File: src/logic/keyboard_defines.svh
// ##############################
// ps2 keyboard constants
// ##############################

`ifndef KEYBOARD_DEFINES_SVH
`define KEYBOARD_DEFINES_SVH

// start, eight data, odd parity, stop
`define PS2_FRAME_BITS 11

// flops per input synchroniser
`define PS2_SYNC_STAGES 2

// tracked keys
`define KEY_COUNT 10

// scan code set 2 prefixes
`define SCAN_PREFIX_EXTEND 8'hE0
`define SCAN_PREFIX_BREAK 8'hF0

// plain codes
`define SCAN_CODE_W 8'h1D
`define SCAN_CODE_A 8'h1C
`define SCAN_CODE_S 8'h1B
`define SCAN_CODE_D 8'h23
`define SCAN_CODE_SPACE 8'h29
`define SCAN_CODE_ENTER 8'h5A

// codes sent after the E0 prefix
`define SCAN_CODE_LEFT 8'h6B
`define SCAN_CODE_RIGHT 8'h74
`define SCAN_CODE_UP 8'h75
`define SCAN_CODE_DOWN 8'h72

`endif

File: src/logic/keyboard_pkg.sv
// ##############################
// keyboard tracker types
// ##############################

`include "keyboard_defines.svh"

package keyboard_pkg;

  // one received byte, valid is a single-cycle strobe
  typedef struct packed {
    logic       valid;
    logic [7:0] data;
  } ps2_byte_t;

  // key numbering, also the bit position in key_set_t
  typedef enum logic [$clog2(`KEY_COUNT)-1:0] {
    KEY_W     = 4'd0,
    KEY_A     = 4'd1,
    KEY_S     = 4'd2,
    KEY_D     = 4'd3,
    KEY_LEFT  = 4'd4,
    KEY_RIGHT = 4'd5,
    KEY_UP    = 4'd6,
    KEY_DOWN  = 4'd7,
    KEY_SPACE = 4'd8,
    KEY_ENTER = 4'd9
  } key_index_e;

  // press or release of one key
  typedef struct packed {
    logic       valid;
    key_index_e key;
    logic       pressed;
  } key_event_t;

  // one bit per key, w sits at bit 0 so the enum value indexes it
  typedef struct packed {
    logic enter;
    logic space;
    logic down;
    logic up;
    logic right;
    logic left;
    logic d;
    logic s;
    logic a;
    logic w;
  } key_set_t;

  // what the next key code means
  typedef enum logic [1:0] {
    DECODE_MAKE      = 2'b00,
    DECODE_BREAK     = 2'b01,
    DECODE_EXT_MAKE  = 2'b10,
    DECODE_EXT_BREAK = 2'b11
  } decode_state_e;

endpackage

File: src/logic/ps2_receiver.sv
// ##############################
// ps2 frame receiver
// ##############################

`include "keyboard_defines.svh"

module ps2_receiver (
  input  logic                    clock,
  input  logic                    reset,
  input  logic                    ps2_clock,
  input  logic                    ps2_data,
  output keyboard_pkg::ps2_byte_t rx_byte,
  output logic                    frame_error
);

  localparam int COUNT_BITS = $clog2(`PS2_FRAME_BITS);

  // synchroniser chains, msb is the settled value
  logic [`PS2_SYNC_STAGES-1:0] clock_sync;
  logic [`PS2_SYNC_STAGES-1:0] data_sync;

  // edge detect on the synchronised keyboard clock
  logic clock_prev;
  logic clock_fall;
  logic data_bit;

  // frame assembly
  logic [COUNT_BITS-1:0]      bit_count;
  logic                       last_bit;
  // the ten most recent bits, the oldest drops out
  logic [`PS2_FRAME_BITS-2:0] frame;
  logic [`PS2_FRAME_BITS-1:0] frame_next;

  // frame checks
  logic start_ok;
  logic stop_ok;
  logic parity_ok;
  logic frame_ok;

  // registered byte output
  logic       rx_valid;
  logic [7:0] rx_data;

  // both lines idle high, so the chains reset to ones
  // and no false falling edge shows up after reset
  always_ff @(posedge clock) begin
    if (!reset) begin
      clock_sync <= '1;
      data_sync  <= '1;
      clock_prev <= 1'b1;
    end else begin
      clock_sync <= {clock_sync[`PS2_SYNC_STAGES-2:0], ps2_clock};
      data_sync  <= {data_sync[`PS2_SYNC_STAGES-2:0], ps2_data};
      clock_prev <= clock_sync[`PS2_SYNC_STAGES-1];
    end
  end

  // keyboard changes data on rising edge, host samples on falling
  assign clock_fall = clock_prev & ~clock_sync[`PS2_SYNC_STAGES-1];
  assign data_bit   = data_sync[`PS2_SYNC_STAGES-1];

  // lsb first on the wire, so new bits enter at the top
  assign frame_next = {data_bit, frame};
  assign last_bit   = (bit_count == COUNT_BITS'(`PS2_FRAME_BITS - 1));

  // bit position within the frame
  always_ff @(posedge clock) begin
    if (!reset) begin
      bit_count <= '0;
    end else if (clock_fall) begin
      if (last_bit) begin
        bit_count <= '0;
      end else begin
        bit_count <= bit_count + COUNT_BITS'(1);
      end
    end
  end

  // shift register, contents only matter once the count is full
  always_ff @(posedge clock) begin
    if (clock_fall) begin
      frame <= frame_next[`PS2_FRAME_BITS-1:1];
    end
  end

  // bit 0 start, 8:1 data, 9 parity, 10 stop
  assign start_ok  = ~frame_next[0];
  assign stop_ok   = frame_next[`PS2_FRAME_BITS-1];
  // odd parity over data plus parity bit
  assign parity_ok = ^frame_next[9:1];
  assign frame_ok  = start_ok & stop_ok & parity_ok;

  // strobes one cycle after the stop-bit edge
  always_ff @(posedge clock) begin
    if (!reset) begin
      rx_valid    <= 1'b0;
      frame_error <= 1'b0;
    end else begin
      rx_valid    <= clock_fall & last_bit & frame_ok;
      frame_error <= clock_fall & last_bit & ~frame_ok;
    end
  end

  // data byte held until the next frame completes
  always_ff @(posedge clock) begin
    if (clock_fall && last_bit) begin
      rx_data <= frame_next[8:1];
    end
  end

  always_comb begin
    rx_byte.valid = rx_valid;
    rx_byte.data  = rx_data;
  end

  // a completed frame is either a byte or an error
  valid_error_exclusive : assert property (
    @(posedge clock) disable iff (!reset)
      !(rx_byte.valid && frame_error)
  );

endmodule

File: src/logic/scan_code_decoder.sv
// ##############################
// scan code set 2 decoder
// ##############################

`include "keyboard_defines.svh"

module scan_code_decoder (
  input  logic                     clock,
  input  logic                     reset,
  input  keyboard_pkg::ps2_byte_t  rx_byte,
  output keyboard_pkg::key_event_t key_event
);

  keyboard_pkg::decode_state_e state;

  // decoded view of the current state
  logic extended;
  logic make;

  // code lookup result for the incoming byte
  logic                     code_match;
  keyboard_pkg::key_index_e code_key;

  // registered event
  logic                     event_valid;
  keyboard_pkg::key_index_e event_key;
  logic                     event_pressed;

  assign extended = (state == keyboard_pkg::DECODE_EXT_MAKE) ||
                    (state == keyboard_pkg::DECODE_EXT_BREAK);
  assign make     = (state == keyboard_pkg::DECODE_MAKE) ||
                    (state == keyboard_pkg::DECODE_EXT_MAKE);

  // extended flag is part of the match so 74 and E0 74 stay apart
  always_comb begin
    code_match = 1'b1;
    code_key   = keyboard_pkg::KEY_W;
    case ({extended, rx_byte.data})
      {1'b0, `SCAN_CODE_W}:     code_key = keyboard_pkg::KEY_W;
      {1'b0, `SCAN_CODE_A}:     code_key = keyboard_pkg::KEY_A;
      {1'b0, `SCAN_CODE_S}:     code_key = keyboard_pkg::KEY_S;
      {1'b0, `SCAN_CODE_D}:     code_key = keyboard_pkg::KEY_D;
      {1'b0, `SCAN_CODE_SPACE}: code_key = keyboard_pkg::KEY_SPACE;
      {1'b0, `SCAN_CODE_ENTER}: code_key = keyboard_pkg::KEY_ENTER;
      {1'b1, `SCAN_CODE_LEFT}:  code_key = keyboard_pkg::KEY_LEFT;
      {1'b1, `SCAN_CODE_RIGHT}: code_key = keyboard_pkg::KEY_RIGHT;
      {1'b1, `SCAN_CODE_UP}:    code_key = keyboard_pkg::KEY_UP;
      {1'b1, `SCAN_CODE_DOWN}:  code_key = keyboard_pkg::KEY_DOWN;
      // untracked or wrong prefix
      default:                  code_match = 1'b0;
    endcase
  end

  // prefixes steer the state, anything else ends the sequence
  always_ff @(posedge clock) begin
    if (!reset) begin
      state <= keyboard_pkg::DECODE_MAKE;
    end else if (rx_byte.valid) begin
      if (rx_byte.data == `SCAN_PREFIX_EXTEND) begin
        state <= keyboard_pkg::DECODE_EXT_MAKE;
      end else if (rx_byte.data == `SCAN_PREFIX_BREAK) begin
        // F0 keeps the extended flag of an earlier E0
        state <= extended ? keyboard_pkg::DECODE_EXT_BREAK : keyboard_pkg::DECODE_BREAK;
      end else begin
        state <= keyboard_pkg::DECODE_MAKE;
      end
    end
  end

  // prefix bytes never match a key code, so they raise no event
  always_ff @(posedge clock) begin
    if (!reset) begin
      event_valid <= 1'b0;
    end else begin
      event_valid <= rx_byte.valid & code_match;
    end
  end

  always_ff @(posedge clock) begin
    if (rx_byte.valid) begin
      event_key     <= code_key;
      event_pressed <= make;
    end
  end

  always_comb begin
    key_event.valid   = event_valid;
    key_event.key     = event_key;
    key_event.pressed = event_pressed;
  end

  // downstream indexes a ten bit vector with this
  event_key_in_range : assert property (
    @(posedge clock) disable iff (!reset)
      key_event.valid |-> (int'(key_event.key) < `KEY_COUNT)
  );

endmodule

File: src/logic/key_state_tracker.sv
// ##############################
// per-key pressed state
// ##############################

module key_state_tracker (
  input  logic                     clock,
  input  logic                     reset,
  input  logic                     pulse_mode,
  input  keyboard_pkg::key_event_t key_event,
  output keyboard_pkg::key_set_t   keys
);

  localparam int KEY_BITS = $bits(keyboard_pkg::key_set_t);

  // live keyboard state, one bit per key
  logic [KEY_BITS-1:0] pressed;
  // pressed one cycle late
  logic [KEY_BITS-1:0] locked;
  logic [KEY_BITS-1:0] keys_vec;

  // only the addressed key moves
  always_ff @(posedge clock) begin
    if (!reset) begin
      pressed <= '0;
    end else if (key_event.valid) begin
      pressed[key_event.key] <= key_event.pressed;
    end
  end

  always_ff @(posedge clock) begin
    if (!reset) begin
      locked <= '0;
    end else begin
      locked <= pressed;
    end
  end

  // pulse mode keeps only the first cycle of a press
  // a repeated make leaves pressed at one, so no new pulse
  assign keys_vec = pulse_mode ? (pressed & ~locked) : pressed;
  assign keys     = keyboard_pkg::key_set_t'(keys_vec);

  // each press gives a single-cycle pulse
  pulse_single_cycle : assert property (
    @(posedge clock) disable iff (!reset)
      (pulse_mode && (keys_vec != '0)) |=> ((keys_vec & $past(keys_vec)) == '0)
  );

endmodule

File: src/logic/keyboard_tracker.sv
// ##############################
// ps2 keyboard key tracker
// ##############################

module keyboard_tracker (
  input  logic                   clock,
  input  logic                   reset,
  input  logic                   ps2_clock,
  input  logic                   ps2_data,
  // only changed while reset is low
  input  logic                   pulse_mode,
  output keyboard_pkg::key_set_t keys,
  output logic                   frame_error
);

  // byte stream from the line receiver
  keyboard_pkg::ps2_byte_t  rx_byte;
  // press and release events
  keyboard_pkg::key_event_t key_event;

  // pins to bytes, 3 cycles after the stop-bit edge
  ps2_receiver receiver_i (
    .clock       (clock),
    .reset       (reset),
    .ps2_clock   (ps2_clock),
    .ps2_data    (ps2_data),
    .rx_byte     (rx_byte),
    .frame_error (frame_error)
  );

  // bytes to key events, one more cycle
  scan_code_decoder decoder_i (
    .clock     (clock),
    .reset     (reset),
    .rx_byte   (rx_byte),
    .key_event (key_event)
  );

  // events to hold or pulse outputs
  key_state_tracker tracker_i (
    .clock      (clock),
    .reset      (reset),
    .pulse_mode (pulse_mode),
    .key_event  (key_event),
    .keys       (keys)
  );

endmodule

File: config.mk
export PLATFORM = sky130hd
export DESIGN_NAME = keyboard_tracker
export DESIGN_NICKNAME = d
export VERILOG_FILES = /design/src/logic/keyboard_pkg.sv /design/src/logic/ps2_receiver.sv /design/src/logic/scan_code_decoder.sv /design/src/logic/key_state_tracker.sv /design/src/logic/keyboard_tracker.sv
export VERILOG_INCLUDE_DIRS = /design/src /design/src/logic
export SDC_FILE = /design/constraint.sdc
export NUM_CORES = 1
export LEC_CHECK = 0
export BUFFER_PORTS_ARGS = -buffer_cell sky130_fd_sc_hd__buf_2
export CORE_ASPECT_RATIO = 2
export CORE_MARGIN = 2
export CORE_UTILIZATION = 55
export DETAILED_ROUTE_END_ITERATION = 8
export GPL_TIMING_DRIVEN = 0
export PLACE_DENSITY = 0.74
export SLEW_MARGIN = 20
export SYNTH_ARGS = -nofsm -noshare
export SYNTH_HDL_FRONTEND = slang
export SYNTH_SLANG_ARGS = --single-unit
export TNS_END_PERCENT = 10
File: constraint.sdc
create_clock -name clock -period 3.9 [get_ports clock]
set_input_delay 0.195 -clock clock [delete_from_list [all_inputs] [get_ports clock]]
set_output_delay 0.195 -clock clock [all_outputs]
set_load 0.05 [all_outputs]
# Word-level counts from Yosys, hierarchy flattened
# Cells that the tools add are included.
# Widths: inputs -> output; s select.
op_classes:
  n_addsub: 1
  magnitude_cmp: 2
  eq_ne: 15
  mux: 10
  bitwise: 12
  reduce_logical: 7
op_table:
  columns: ["op", "n"]
  rows:
  - ["$eq 9x9->1 const B", 4]
  - ["$pmux 4 s9", 1]
  - ["$eq 9x5->1 const B", 3]
  - ["$eq 9x6->1 const B", 2]
  - ["$eq 8x8->1 const B", 2]
  - ["$and 10x10->10", 1]
  - ["$bwmux 10", 1]
  - ["$mux 10", 1]
  - ["$not 10->10", 1]
  - ["$reduce_or 10->1", 1]
  - ["$eq 9x7->1 const B", 1]
  - ["$reduce_xor 9->1", 1]
  - ["$and 1x1->1", 7]
  - ["$mux 2", 3]
  - ["$lt 4x5->1 const B", 1]
  - ["$add 4x1->4 const B", 1]
  - ["$demux 1 s4", 1]
  - ["$eq 2x2->1 const B", 2]
  - ["$eq 4x4->1 const B", 1]
  - ["$ge 4x1->1 const B", 1]
  - ["$mux 4", 1]
  - ["$not 1->1", 3]
  - ["$logic_and 1x1->1", 2]
  - ["$logic_not 2->1", 1]
  - ["2 further kinds", 4]
totals:
  register_bits: 57
  out_inout_bits: 11

# Longest topological paths before layout
logic_depth:
  ltp_word: 6
  depth_mapped: 5
  ltp_nobuf: 5

# Modules after synthesis
# From an unflattened synthesis, not the netlist that was laid out.
unflattened:
  cells_unflattened: 203
  area_unflattened_um2: 2358.5
by_module_without_submodules:
  columns: ["module", "instances", "cells_each", "area_each_um2", "seq_area_each_um2"]
  rows:
  - ["ps2_receiver", 1, 66, 1033.5, 760.7]
  - ["key_state_tracker", 1, 75, 753.2, 400.4]
  - ["scan_code_decoder", 1, 62, 571.8, 210.2]

# Worst setup path after synthesis
# OpenSTA, ideal clock, no wires.
synth_path:
  kind: "register to register"
  from: "reg receiver_i.bit_count[3]"
  to: "reg receiver_i.rx_data[0], enable pin"
  setup_ns: 0.390
  t_arrival_ns: 1.315
  setup_slack_ns: 2.195
  path_stages_with_launch: 3
  path_buffers: 0
  period_less_slack_ns: 1.705
  path_cell_list: "dfxtp_1 nor2b_1 nor3b_1"
synth_between:
  elab_chain_len: 2
synth_rtl:
  columns: ["element", "line_no", "source"]
  rows:
  - ["start: declaration", "ps2_receiver.sv:28", "logic [COUNT_BITS-1:0] bit_count;"]
  - ["start signal: assignment", "ps2_receiver.sv:74", "bit_count <= bit_count + COUNT_BITS'(1);"]
  - ["$eq 4x4->1", "ps2_receiver.sv:64", "assign last_bit = (bit_count == COUNT_BITS'(`PS2_FRAME_BITS - 1));"]
  - ["$logic_and 1x1->1", "ps2_receiver.sv:106", "if (clock_fall && last_bit) begin"]
  - ["end signal: assignment", "ps2_receiver.sv:107", "rx_data <= frame_next[8:1];"]
  - ["end: declaration", "ps2_receiver.sv:42", "logic [7:0] rx_data;"]
# No other way between the ends.
# A chain may end at the register's enable or synchronous reset.

# Worst setup path in the final report
layout_path:
  from: "reg receiver_i.bit_count[3]"
  to: "reg receiver_i.rx_valid"
layout_between:
  elab_chain_len: 3
layout_rtl:
  columns: ["element", "line_no", "source"]
  rows:
  - ["$eq 4x4->1", "ps2_receiver.sv:64", null]
  - ["$and 1x1->1 (2 in a row)", "ps2_receiver.sv:99", "rx_valid <= clock_fall & last_bit & frame_ok;"]
  - ["end signal: assignment", "ps2_receiver.sv:99", null]
  - ["end: declaration", "ps2_receiver.sv:41", "logic rx_valid;"]
# No other way between the ends.

==> results.py <==
metrics = {
    "outcome": {
        "status": "finished clean",
    },
    "cts": {
        "post_cts_buffers": 0,
        "cts_buffers": 9,
        "clk_pin_slew_ns": 0.06,
        "cts_tree": "built",
        "ctsHtreeMaxLevel": 3,
        "worstSkewPairLatency_ns": 0.32,
        "cts_sinks": 57,
        "ctsResizeCount": 0,
        "clock_path_buffers": 2,
        "cts-root-buf": "clkbuf_8",
        "cts_hold_buffers": 0,
    },
    "timing": {
        "slew_viol_final": 0,
        "maxSlewHeadroom_pct": 46.3,
        "fin_crit_sh_pct": 45.1,
        "fin_skew_ns": 0.00743,
        "max_freq_ghz": 0.569,
        "rsz0062_at_grt": "no",
        "worst_pin_slew_ns": 0.802,
        "finalHoldViolations": 0,
        "finalSetupTns_ns": 0,
        "min_period_ns": 1.76,
        "setup_viol": 0,
    },
    "placement": {
        "gp_congestion": 0.777,
        "io_buffers": 14,
        "hpwlAfterDp_um": 3340,
        "post_dp_cell_area_um2": 2510,
    },
    "drt": {
        "wl_met3_um": 161,
        "met2WireLength_um": 2650,
        "vias": 1629,
        "dr.max_layer_used": "met4",
        "drt_pass1_iterations": 4,
        "antenna_left": 0,
        "viasPerCell": 5.68,
        "avgRoutedWirePerCell_um": 15.9,
        "drtIter0Drc": 53,
        "routed_wl_um": 4550,
        "wl_met1_um": 1630,
        "drc": 0,
    },
    "setup_path": {
        "cp.arrival_ns": 1.98,
        "start_kind": "flop",
        "worstPathRequired_ns": 4.12,
        "reg2reg_setup_slack_ns": 2.14,
        "crit_path_end_kind": "flop",
        "setup.worst_path.class": "flop to flop",
        "rr_endpoint": "receiver_i.rx_valid",
        "reg2reg_depth": 4,
        "r2r_start": "receiver_i.bit_count[3]",
        "critPathMaxFanout": 10,
    },
    "final_layout": {
        "post-route-cell-area_um2": 2700,
        "syn2layout_area_growth_pct": 13.7,
        "fin_nets": 235,
        "fillCellCount": 338,
        "fin_util_pct": 65.3,
        "drive_above_1_share_pct": 15.3,
        "multi_input_area_um2": 946,
        "n_antenna_cell": 0,
        "seq_area_um2": 1370,
    },
    "logic_synthesis": {
        "avgSynthCellArea_um2": 11.6,
        "synthDominantCellAreaShare_pct": 29.1,
        "synthFlopType": "dfxtp_1",
        "synth.distinct_cells": 41,
        "yosys.area.top_type": "edfxtp_1",
        "yosys-top-cells-area": "edfxtp_1, dfxtp_1, a21boi_0",
        "postSynthNetCount": 210,
        "yosys_warnings": 0,
        "netlist_instances": 205,
        "async_flop_share_pct": 0,
        "synth-seq-cells": 57,
        "yosysSeqAreaShare_pct": 57.8,
        "synth-edff-count": 23,
        "syn-cell-area_um2": 2370,
    },
    "worst_hold_path": {
        "min_from": "ps2_clock",
        "worst_hold_path.endpoint": "receiver_i.clock_sync[0]",
        "holdPathStages": 2,
        "hp-class": "primary input to flop",
    },
    "floorplanning": {
        "fp.coreArea_um2": 4130,
        "std_cell_rows": 33,
        "initial_core_util_pct": 57.5,
        "dieArea_um2": 4890,
        "ios": 16,
        "die_h_um": 96.9,
        "die_width_um": 50.4,
    },
    "pwr": {
        "p_leak_nw": 1.04,
        "peakVddDrop_v": 0.000427,
        "powerDensity_nw_per_um2": 422,
        "p_total_mw": 1.14,
    },
    "global_routing": {
        "grt_pass1_wl_um": 7640,
        "antenna_found_initial": 0,
        "grt_overflow": 0,
        "first_global_vias": 1684,
        "grt_start_max_net_pins": 14,
        "track_usage_pct": 20.8,
    },
    "flow_run": {
        "timing.max_cap.violations": 0,
    },
}
## critical path, cell delays in order, from the launching register on
cell	delay, ns
dfxtp_1	0.35
nor2b_1	0.27
nor3b_2	0.72
nand2_1	0.11
nor4_1	0.21
## area by class of cell
class	count	area share, %
Sequential cell	57	50.9
Multi-Input combinational cell	135	35.1
Clock buffer	13	6.26
Timing Repair Buffer	14	2.60
Tap cell	52	2.41
Buffer	7	1.39
Inverter	6	0.835
Clock inverter	3	0.557
## synthesized netlist by cell type, types with 3 or more instances
cell type and instances:
xnor2_1 5, nor4b_1 4, a21boi_0 14, edfxtp_1 23
nor2b_1 14, nor4_1 3, inv_1 6, and2_1 12
nand3b_1 5, o21ai_0 6, dfxtp_1 34, mux2i_1 8
nor2_1 3, nor3b_1 3, a21oi_1 4, clkbuf_1 5
nand3_1 8, nand2_1 10, nand2b_1 7
## power breakdown
group          leakage [nW]  switching, mW  internal, mW
sequential            0.483        0.00440         0.623
combinational         0.456         0.0134        0.0106
clock                0.0992          0.208         0.279
total                  1.04          0.226         0.913
## through the flow
step                      hold WS (ns)  cells  setup slack (ns)
after floorplan                  0.268    205              2.19
after global placement           0.379    271              1.88
after detailed placement         0.384    271              2.25
after CTS                       0.0413    287              2.14
after global routing            0.0533    287              1.88
final                           0.0543    287              2.14
## cell families after synthesis
logic type	Yosys count	synth area share, %
compound gates	36	10.9
xor+xnor	8	3.53
buf+inv	13	2.53
flops	57	57.8
mux	8	3.38
simple gates	83	21.8
## cells in the final DEF, fill, tap and decap left out, types with 5 or more instances in the layout
cell type	n
a21boi_0	14
and2_1	12
buf_2	14
clkbuf_1	6
clkbuf_8	12
dfxtp_1	34
edfxtp_1	23
inv_1	6
mux2i_1	8
nand2_1	10
nand2b_1	7
nand3_1	8
nand3b_1	5
nor2b_1	14
o21ai_0	6
xnor2_1	5
## state kept, by name, indices dropped and copies added, names as in the netlist, 2 cells and up
signal                 count
receiver_i.frame          10
receiver_i.bit_count       4
decoder_i.state            2
receiver_i.rx_data         8
tracker_i.pressed         10
receiver_i.clock_sync      2
tracker_i.locked          10
decoder_i.event_key        4
receiver_i.data_sync       2
## layer usage
metal  up-vias  track usage [%]
met5         -                0
met2        48             40.0
li1        787                -
met4         0             9.15
met1       785             19.2
met3         9             5.56
## worst max path at each step
| stage | slack, ns | startpoint | cells after the start | endpoint |
|---|---|---|---|---|
| after global routing | 1.88 | receiver_i.bit_count[3] | 4 | receiver_i.rx_valid |
| after CTS | 2.14 | receiver_i.bit_count[3] | 4 | receiver_i.rx_valid |
| final | 2.14 | receiver_i.bit_count[3] | 4 | receiver_i.rx_valid |
| after global placement | 1.88 | receiver_i.bit_count[3] | 2 | receiver_i.rx_data[4] |
| after detailed placement | 2.25 | receiver_i.bit_count[3] | 4 | receiver_i.rx_valid |
| after floorplan | 2.19 | receiver_i.bit_count[3] | 2 | receiver_i.rx_data[0] |
Power figures use the tool's default switching activity.
